### config.mk
export PLATFORM = sky130hd
export DESIGN_NAME = writeback_top
export DESIGN_NICKNAME = d
export VERILOG_FILES = /design/src/design/wb_arch_pkg.sv /design/src/design/wb_uop_pkg.sv /design/src/design/wb_uop_if.sv /design/src/design/wb_commit.sv /design/src/design/wb_latch.sv /design/src/design/wb_resolve.sv /design/src/design/writeback_top.sv
export VERILOG_INCLUDE_DIRS = /design/src /design/src/design
export SDC_FILE = /design/constraint.sdc
export NUM_CORES = 1
export LEC_CHECK = 0
export BUFFER_PORTS_ARGS = -buffer_cell sky130_fd_sc_hd__buf_4
export CORE_ASPECT_RATIO = 0.6
export CORE_MARGIN = 3
export CORE_UTILIZATION = 35
export DETAILED_ROUTE_END_ITERATION = 10
export PLACE_DENSITY = 0.57
export SYNTH_ARGS = -nofsm -noshare
export SYNTH_HDL_FRONTEND = slang
export SYNTH_HIERARCHICAL = 1
export SYNTH_SLANG_ARGS = --single-unit
### constraint.sdc
create_clock -name CLK -period 4 [get_ports CLK]
set_input_delay 0.2 -clock CLK [delete_from_list [all_inputs] [get_ports CLK]]
set_output_delay 0.2 -clock CLK [all_outputs]
set_load 0.005 [all_outputs]
### src/design/wb_settings.svh
`ifndef WB_SETTINGS_SVH
`define WB_SETTINGS_SVH

// data path and address width
`define WB_DATA_W 32

// general register number width, eight registers
`define WB_REG_W 3

// bit 1 of the x86 flags reads as one
`define WB_FLAGS_RESET 32'h0000_0002

`endif

### src/design/wb_arch_pkg.sv
`include "wb_settings.svh"

package wb_arch_pkg;

   // general register number
   typedef logic [`WB_REG_W-1:0] reg_idx_t;

   // positions in the x86 flags word
   localparam int CF_BIT = 0;
   localparam int ZF_BIT = 6;
   localparam int SF_BIT = 7;
   localparam int OF_BIT = 11;

endpackage

### src/design/wb_uop_pkg.sv
package wb_uop_pkg;

   typedef enum logic [1:0] {
      KIND_ALU    = 2'd0,
      KIND_BRANCH = 2'd1,
      KIND_STORE  = 2'd2,
      KIND_HALT   = 2'd3
   } uop_kind_t;

   typedef enum logic [1:0] {
      COND_ALWAYS = 2'd0,
      COND_JNE    = 2'd1,
      COND_JNBE   = 2'd2,
      COND_NEVER  = 2'd3
   } br_cond_t;

   // alu view, also read for the kind of store and halt items
   // flags_mask bit 0 CF, bit 1 ZF, bit 2 SF, bit 3 OF
   typedef struct packed {
      uop_kind_t             kind;
      wb_arch_pkg::reg_idx_t dr;
      logic                  ld_gpr;
      logic                  ld_flags;
      logic                  pop_flags;
      logic                  cmovc;
      logic [3:0]            flags_mask;
      logic [2:0]            pad;
   } alu_view_t;

   // branch view
   typedef struct packed {
      uop_kind_t   kind;
      br_cond_t    cond;
      logic [11:0] pad;
   } br_view_t;

   // kind sits in the top two bits of both views
   typedef union packed {
      alu_view_t alu;
      br_view_t  br;
   } wb_ctrl_u;

endpackage

### src/design/wb_uop_if.sv
`include "wb_settings.svh"

// latch to resolve
interface wb_uop_if;
   logic                   valid;
   logic                   ready;
   wb_uop_pkg::wb_ctrl_u   ctrl;
   logic [`WB_DATA_W-1:0]  result_a;
   logic [`WB_DATA_W-1:0]  result_c;
   logic [`WB_DATA_W-1:0]  alu_flags;
   logic [`WB_DATA_W-1:0]  address;
   logic [`WB_DATA_W-1:0]  neip;
   logic [`WB_DATA_W-1:0]  neip_not_taken;

   modport src (output valid, ctrl, result_a, result_c, alu_flags, address, neip,
                       neip_not_taken,
                input  ready);
   modport dst (input  valid, ctrl, result_a, result_c, alu_flags, address, neip,
                       neip_not_taken,
                output ready);
endinterface

// resolve to commit
interface wb_commit_if;
   logic                   valid;
   logic                   ready;
   logic                   gpr_we;
   wb_arch_pkg::reg_idx_t  gpr_dr;
   logic [`WB_DATA_W-1:0]  gpr_data;
   logic                   eip_we;
   logic [`WB_DATA_W-1:0]  eip;
   logic                   st_req;
   logic [`WB_DATA_W-1:0]  st_addr;
   logic [`WB_DATA_W-1:0]  st_data;

   modport src (output valid, gpr_we, gpr_dr, gpr_data, eip_we, eip, st_req, st_addr, st_data,
                input  ready);
   modport dst (input  valid, gpr_we, gpr_dr, gpr_data, eip_we, eip, st_req, st_addr, st_data,
                output ready);
endinterface

### src/design/wb_commit.sv
`include "wb_settings.svh"

module wb_commit (
   input  logic                  CLK,
   input  logic                  rst_n,
   wb_commit_if.dst              cmt,
   output logic                  gpr_we,
   output wb_arch_pkg::reg_idx_t gpr_dr,
   output logic [`WB_DATA_W-1:0] gpr_data,
   output logic                  eip_we,
   output logic [`WB_DATA_W-1:0] eip,
   output logic                  dc_write,
   output logic [`WB_DATA_W-1:0] dc_address,
   output logic [`WB_DATA_W-1:0] dc_data,
   input  logic                  dc_ready
);

   logic xfer;

   // a held store blocks until the cache takes it
   assign cmt.ready = !dc_write || dc_ready;
   assign xfer      = cmt.valid && cmt.ready;

   always_ff @(posedge CLK) begin
      if (!rst_n) begin
         gpr_we   <= 1'b0;
         eip_we   <= 1'b0;
         dc_write <= 1'b0;
      end else begin
         // single cycle pulses
         gpr_we <= xfer && cmt.gpr_we;
         eip_we <= xfer && cmt.eip_we;
         if (xfer) begin
            dc_write <= cmt.st_req;
         end else if (dc_ready) begin
            dc_write <= 1'b0;
         end
      end
   end

   always_ff @(posedge CLK) begin
      if (xfer) begin
         gpr_dr   <= cmt.gpr_dr;
         gpr_data <= cmt.gpr_data;
         eip      <= cmt.eip;
      end
      // address and data stay put while a store waits
      if (xfer && cmt.st_req) begin
         dc_address <= cmt.st_addr;
         dc_data    <= cmt.st_data;
      end
   end

endmodule

### src/design/wb_latch.sv
`include "wb_settings.svh"

module wb_latch (
   input  logic                  CLK,
   input  logic                  rst_n,
   input  logic                  in_valid,
   output logic                  in_ready,
   input  wb_uop_pkg::wb_ctrl_u  in_ctrl,
   input  logic [`WB_DATA_W-1:0] in_result_a,
   input  logic [`WB_DATA_W-1:0] in_result_c,
   input  logic [`WB_DATA_W-1:0] in_alu_flags,
   input  logic [`WB_DATA_W-1:0] in_address,
   input  logic [`WB_DATA_W-1:0] in_neip,
   input  logic [`WB_DATA_W-1:0] in_neip_not_taken,
   wb_uop_if.src                 uop
);

   logic active;
   logic full;

   // open one cycle after reset, then take a new item when empty or draining
   assign in_ready  = active && (!full || uop.ready);
   assign uop.valid = full;

   always_ff @(posedge CLK) begin
      if (!rst_n) begin
         active <= 1'b0;
         full   <= 1'b0;
      end else begin
         active <= 1'b1;
         if (in_valid && in_ready) begin
            full <= 1'b1;
         end else if (uop.ready) begin
            full <= 1'b0;
         end
      end
   end

   always_ff @(posedge CLK) begin
      if (in_valid && in_ready) begin
         uop.ctrl           <= in_ctrl;
         uop.result_a       <= in_result_a;
         uop.result_c       <= in_result_c;
         uop.alu_flags      <= in_alu_flags;
         uop.address        <= in_address;
         uop.neip           <= in_neip;
         uop.neip_not_taken <= in_neip_not_taken;
      end
   end

endmodule

### src/design/wb_resolve.sv
`include "wb_settings.svh"

module wb_resolve (
   input  logic                  CLK,
   input  logic                  rst_n,
   wb_uop_if.dst                 uop,
   wb_commit_if.src              cmt,
   output logic [`WB_DATA_W-1:0] flags,
   output logic                  halted
);

   localparam int FLAG_POS [4] = '{wb_arch_pkg::CF_BIT, wb_arch_pkg::ZF_BIT,
                                   wb_arch_pkg::SF_BIT, wb_arch_pkg::OF_BIT};

   wb_uop_pkg::uop_kind_t kind;
   wb_uop_pkg::alu_view_t alu;
   wb_uop_pkg::br_view_t  br;
   logic [`WB_DATA_W-1:0] flags_q;
   logic [`WB_DATA_W-1:0] merged;
   logic                  halted_q;
   logic                  taken;
   logic                  xfer;

   // kind is common to both views
   assign kind = uop.ctrl.alu.kind;
   assign alu  = uop.ctrl.alu;
   assign br   = uop.ctrl.br;

   assign cmt.valid = uop.valid && !halted_q;
   assign uop.ready = cmt.ready && !halted_q;
   assign xfer      = cmt.valid && cmt.ready;

   // conditions see the flags before this item updates them
   always_comb begin
      case (br.cond)
         wb_uop_pkg::COND_ALWAYS: taken = 1'b1;
         wb_uop_pkg::COND_JNE:    taken = !flags_q[wb_arch_pkg::ZF_BIT];
         wb_uop_pkg::COND_JNBE:   taken = !flags_q[wb_arch_pkg::CF_BIT] &&
                                          !flags_q[wb_arch_pkg::ZF_BIT];
         default:                 taken = 1'b0;
      endcase
   end

   // take only the affected bits from the alu
   always_comb begin
      merged = flags_q;
      for (int i = 0; i < 4; i++) begin
         if (alu.flags_mask[i]) begin
            merged[FLAG_POS[i]] = uop.alu_flags[FLAG_POS[i]];
         end
      end
   end

   // cmovc writes only with carry set
   assign cmt.gpr_we   = uop.valid && (kind == wb_uop_pkg::KIND_ALU) && alu.ld_gpr &&
                         (!alu.cmovc || flags_q[wb_arch_pkg::CF_BIT]);
   assign cmt.gpr_dr   = alu.dr;
   assign cmt.gpr_data = uop.result_c;

   assign cmt.eip_we   = uop.valid && (kind == wb_uop_pkg::KIND_BRANCH);
   assign cmt.eip      = taken ? uop.neip : uop.neip_not_taken;

   assign cmt.st_req   = uop.valid && (kind == wb_uop_pkg::KIND_STORE);
   assign cmt.st_addr  = uop.address;
   assign cmt.st_data  = uop.result_a;

   always_ff @(posedge CLK) begin
      if (!rst_n) begin
         flags_q  <= `WB_FLAGS_RESET;
         halted_q <= 1'b0;
      end else if (xfer) begin
         if (kind == wb_uop_pkg::KIND_ALU && alu.ld_flags) begin
            // popf loads the whole word
            flags_q <= alu.pop_flags ? uop.result_a : merged;
         end
         if (kind == wb_uop_pkg::KIND_HALT) begin
            halted_q <= 1'b1;
         end
      end
   end

   assign flags  = flags_q;
   assign halted = halted_q;

endmodule

### src/design/writeback_top.sv
`include "wb_settings.svh"

module writeback_top (
   input  logic                  CLK,
   input  logic                  rst_n,

   input  logic                  in_valid,
   output logic                  in_ready,
   input  wb_uop_pkg::wb_ctrl_u  in_ctrl,
   input  logic [`WB_DATA_W-1:0] in_result_a,
   input  logic [`WB_DATA_W-1:0] in_result_c,
   input  logic [`WB_DATA_W-1:0] in_alu_flags,
   input  logic [`WB_DATA_W-1:0] in_address,
   input  logic [`WB_DATA_W-1:0] in_neip,
   input  logic [`WB_DATA_W-1:0] in_neip_not_taken,

   output logic                  gpr_we,
   output wb_arch_pkg::reg_idx_t gpr_dr,
   output logic [`WB_DATA_W-1:0] gpr_data,
   output logic                  eip_we,
   output logic [`WB_DATA_W-1:0] eip,

   // data cache port
   output logic                  dc_write,
   output logic [`WB_DATA_W-1:0] dc_address,
   output logic [`WB_DATA_W-1:0] dc_data,
   input  logic                  dc_ready,

   output logic [`WB_DATA_W-1:0] flags,
   output logic                  halted
);

   wb_uop_if    uop_if ();
   wb_commit_if cmt_if ();

   wb_latch wb_latch_inst (
      .CLK               (CLK),
      .rst_n             (rst_n),
      .in_valid          (in_valid),
      .in_ready          (in_ready),
      .in_ctrl           (in_ctrl),
      .in_result_a       (in_result_a),
      .in_result_c       (in_result_c),
      .in_alu_flags      (in_alu_flags),
      .in_address        (in_address),
      .in_neip           (in_neip),
      .in_neip_not_taken (in_neip_not_taken),
      .uop               (uop_if.src)
   );

   wb_resolve wb_resolve_inst (
      .CLK    (CLK),
      .rst_n  (rst_n),
      .uop    (uop_if.dst),
      .cmt    (cmt_if.src),
      .flags  (flags),
      .halted (halted)
   );

   wb_commit wb_commit_inst (
      .CLK        (CLK),
      .rst_n      (rst_n),
      .cmt        (cmt_if.dst),
      .gpr_we     (gpr_we),
      .gpr_dr     (gpr_dr),
      .gpr_data   (gpr_data),
      .eip_we     (eip_we),
      .eip        (eip),
      .dc_write   (dc_write),
      .dc_address (dc_address),
      .dc_data    (dc_data),
      .dc_ready   (dc_ready)
   );

endmodule

==> results.ini <==
[outcome]
status = finished, final reports clean

[finish]
seqCellArea_mm2 = 0.0100
fin_area_mm2 = 0.0173
fillers = 2735
diodes = 0
layout-drive-gt1-share = 0.400
areaGrowthSynthToFinish_pct = 43.0
multi_input_area_mm2 = 0.00121
layout.nets = 1291

[global_route]
antenna_found_initial = 0
grt_max_degree = 102
gr-total-overflow = 0
busiest_layer = met2
gr-usage-all-layers = 0.142
grtUsageMet2 = 0.241
first_global_vias = 6848
use_met3 = 0.0405
grt_use_met1 = 0.180
grt_pass1_wl_um = 40000

[clocking]
clock_latency_ns = 0.51
clockBufferDepth = 3
cts_root_buf = clkbuf_16
h-tree-depth = 2
clkSinkCount = 346
numCtsBuffers = 34
ctsResizeCount = 0
cts.clk_slew.worst_paths_ns = 0.06
cts_tree = built

[route]
vias_per_cell = 4.20
ant_nets = 0
vias = 6526
post-route-drc-count = 0
drt-total-wl_um = 27000
drtIter0Drc = 254
first_pass_iters = 6
wl_per_cell_um = 17.4

[floorplan]
die_area_mm2 = 0.0368
dieHeight_um = 150
die_w_um = 246
io-pin-count = 380
core-area_mm2 = 0.0332
rows = 51
start_util = 0.364

[hold_path]
min_path_cells = 3
worstHoldPathType = input port to register
worstHoldStart = dc_ready
holdPathEnd = wb_commit_inst/dc_write

[setup_path]
r2r_cells = 4
cp.required_ns = 4.13
start_kind = register
r2r_start = wb_latch_inst/uop.valid
worstPathArrival_ns = 2.30
critPathKind = register to register
worstSetupEndpointType = register
r2r-end = wb_commit_inst/dc_address[3]
r2r_slack_ns = 1.83
worstPathMaxFanout = 64

[sta]
slew_viol_final = 0
layout_setup_ws_ns = 1.83
finalClockSkew_ns = 0.0128
hold_viol = 0
relSlewSlack = 0.343
finalCriticalPeriod_ns = 2.17
setup_viol = 0
fin_setup_tns_ns = 0
tightest_slew_ns = 0.986
fin_crit_sh = 0.544
timing.fmax_ghz = 0.460
rsz0062_at_grt = false

[power_and_ir_drop]
vdd_ir_drop_max_mv = 0.240
pwr_density_cell_mw_per_mm2 = 432
leakagePower_nw = 6.55

[placed_design]
dp_slack_ns = 1.83
dp_hpwl_um = 17600
io_buffers = 348
gp_congestion = 0.742
placed_area_mm2 = 0.0145

[synth]
syn_area_per_cell_um2 = 19.3
syn_nets = 837
synth_cells = 625
synthesis.area_mm2 = 0.0121
ys.warnings.count = 6

[run]
maxCapViolCount = 0

==> worst max-delay path by stage <==
stage,start,endpoint,slack (ns),cells after the start
6_report,wb_latch_inst/uop.valid,wb_commit_inst/dc_address[3],1.83,4
5_1_grt,wb_latch_inst/uop.valid,wb_commit_inst/dc_address[3],1.65,4
4_1_cts,wb_latch_inst/uop.valid,wb_commit_inst/dc_address[3],1.85,4
3_5_place_dp,wb_latch_inst/uop.valid,wb_commit_inst/dc_address[7],1.83,4
3_3_place_gp,wb_latch_inst/uop.valid,wb_commit_inst/dc_address[27],1.86,4
2_1_floorplan,wb_commit_inst/dc_write,wb_latch_inst/uop.address[0],0.23,4
==> cell usage in the layout (no fill, tap or decap), types with 2 or more instances in the layout <==
master	count
a2bb2oi_1	3
and2_4	2
and4_1	2
buf_12	2
buf_4	352
clkbuf_1	11
clkbuf_16	34
clkinv_1	4
clkinv_2	6
dfxtp_1	38
dlygate4sd3_1	178
edfxtp_1	308
inv_1	3
inv_6	3
mux2_2	32
mux2i_1	27
nand2_1	56
nand2b_4	2
nor2_1	9
nor2b_1	3
nor2b_4	2
nor3_1	4
o221a_1	4
o22a_1	2
==> worst max-delay path, cell delays in order, from the launching register on <==
cell and delay [ns]:
dfxtp_1 0.44, nor2b_1 0.27, nand2_1 0.15, nor2b_4 0.12, buf_4 0.73
==> metrics by stage <==
step / instances / total power, mW / hold WS (ns) / utilization
after floorplan: 625 / 4.30 / 0.228 / -
after detailed placement: 1315 / 4.45 / 0.379 / 0.436
after CTS: 1553 / 7.59 / 0.0105 / 0.520
after global placement: 1315 / 4.44 / 0.378 / 0.436
after global routing: 1553 / 7.76 / 0.0349 / 0.520
final: 1553 / 7.47 / 0.0537 / 0.520
==> registers in the layout, indices dropped and copies added, names as in the netlist, 3 cells and up <==
name,flops
wb_latch_inst/uop.neip,32
wb_latch_inst/uop.neip_not_taken,32
wb_latch_inst/uop.alu_flags,4
wb_resolve_inst/flags,32
wb_commit_inst/dc_address,32
wb_commit_inst/dc_data,32
wb_commit_inst/gpr_data,32
wb_commit_inst/gpr_dr,3
wb_latch_inst/uop.ctrl,13
wb_latch_inst/uop.result_c,32
wb_commit_inst/eip,32
wb_latch_inst/uop.result_a,32
wb_latch_inst/uop.address,32
==> power by group <==
part	leakage [nW]	total (mW)	internal, mW	switching (mW)
registers	3.16	4.08	4.05	0.0309
clock network	0.496	2.95	1.65	1.30
logic	2.89	0.439	0.283	0.156
total	6.55	7.47	5.98	1.48
==> routing by layer <==
metal	routed length (um)	vias to the layer above
met3	1620	44
met4	501	0
met5	0	-
met1	11400	3182
met2	13400	173
li1	-	3127
==> layout make-up <==
type	count	area share
Multi-Input combinational cell	162	0.0702
Clock inverter	15	0.00681
Tap cell	450	0.0326
Sequential cell	346	0.580
Timing Repair Buffer	532	0.258
Clock buffer	45	0.0517
Inverter	3	0.000652
==> what timing repair did <==
action | 4_1_cts | 5_1_grt
buffers inserted | 0 | 0
hold endpoints to repair | 178 | 0
hold buffers | 178 | 0
No activity file was read; power rests on OpenSTA's default activity.
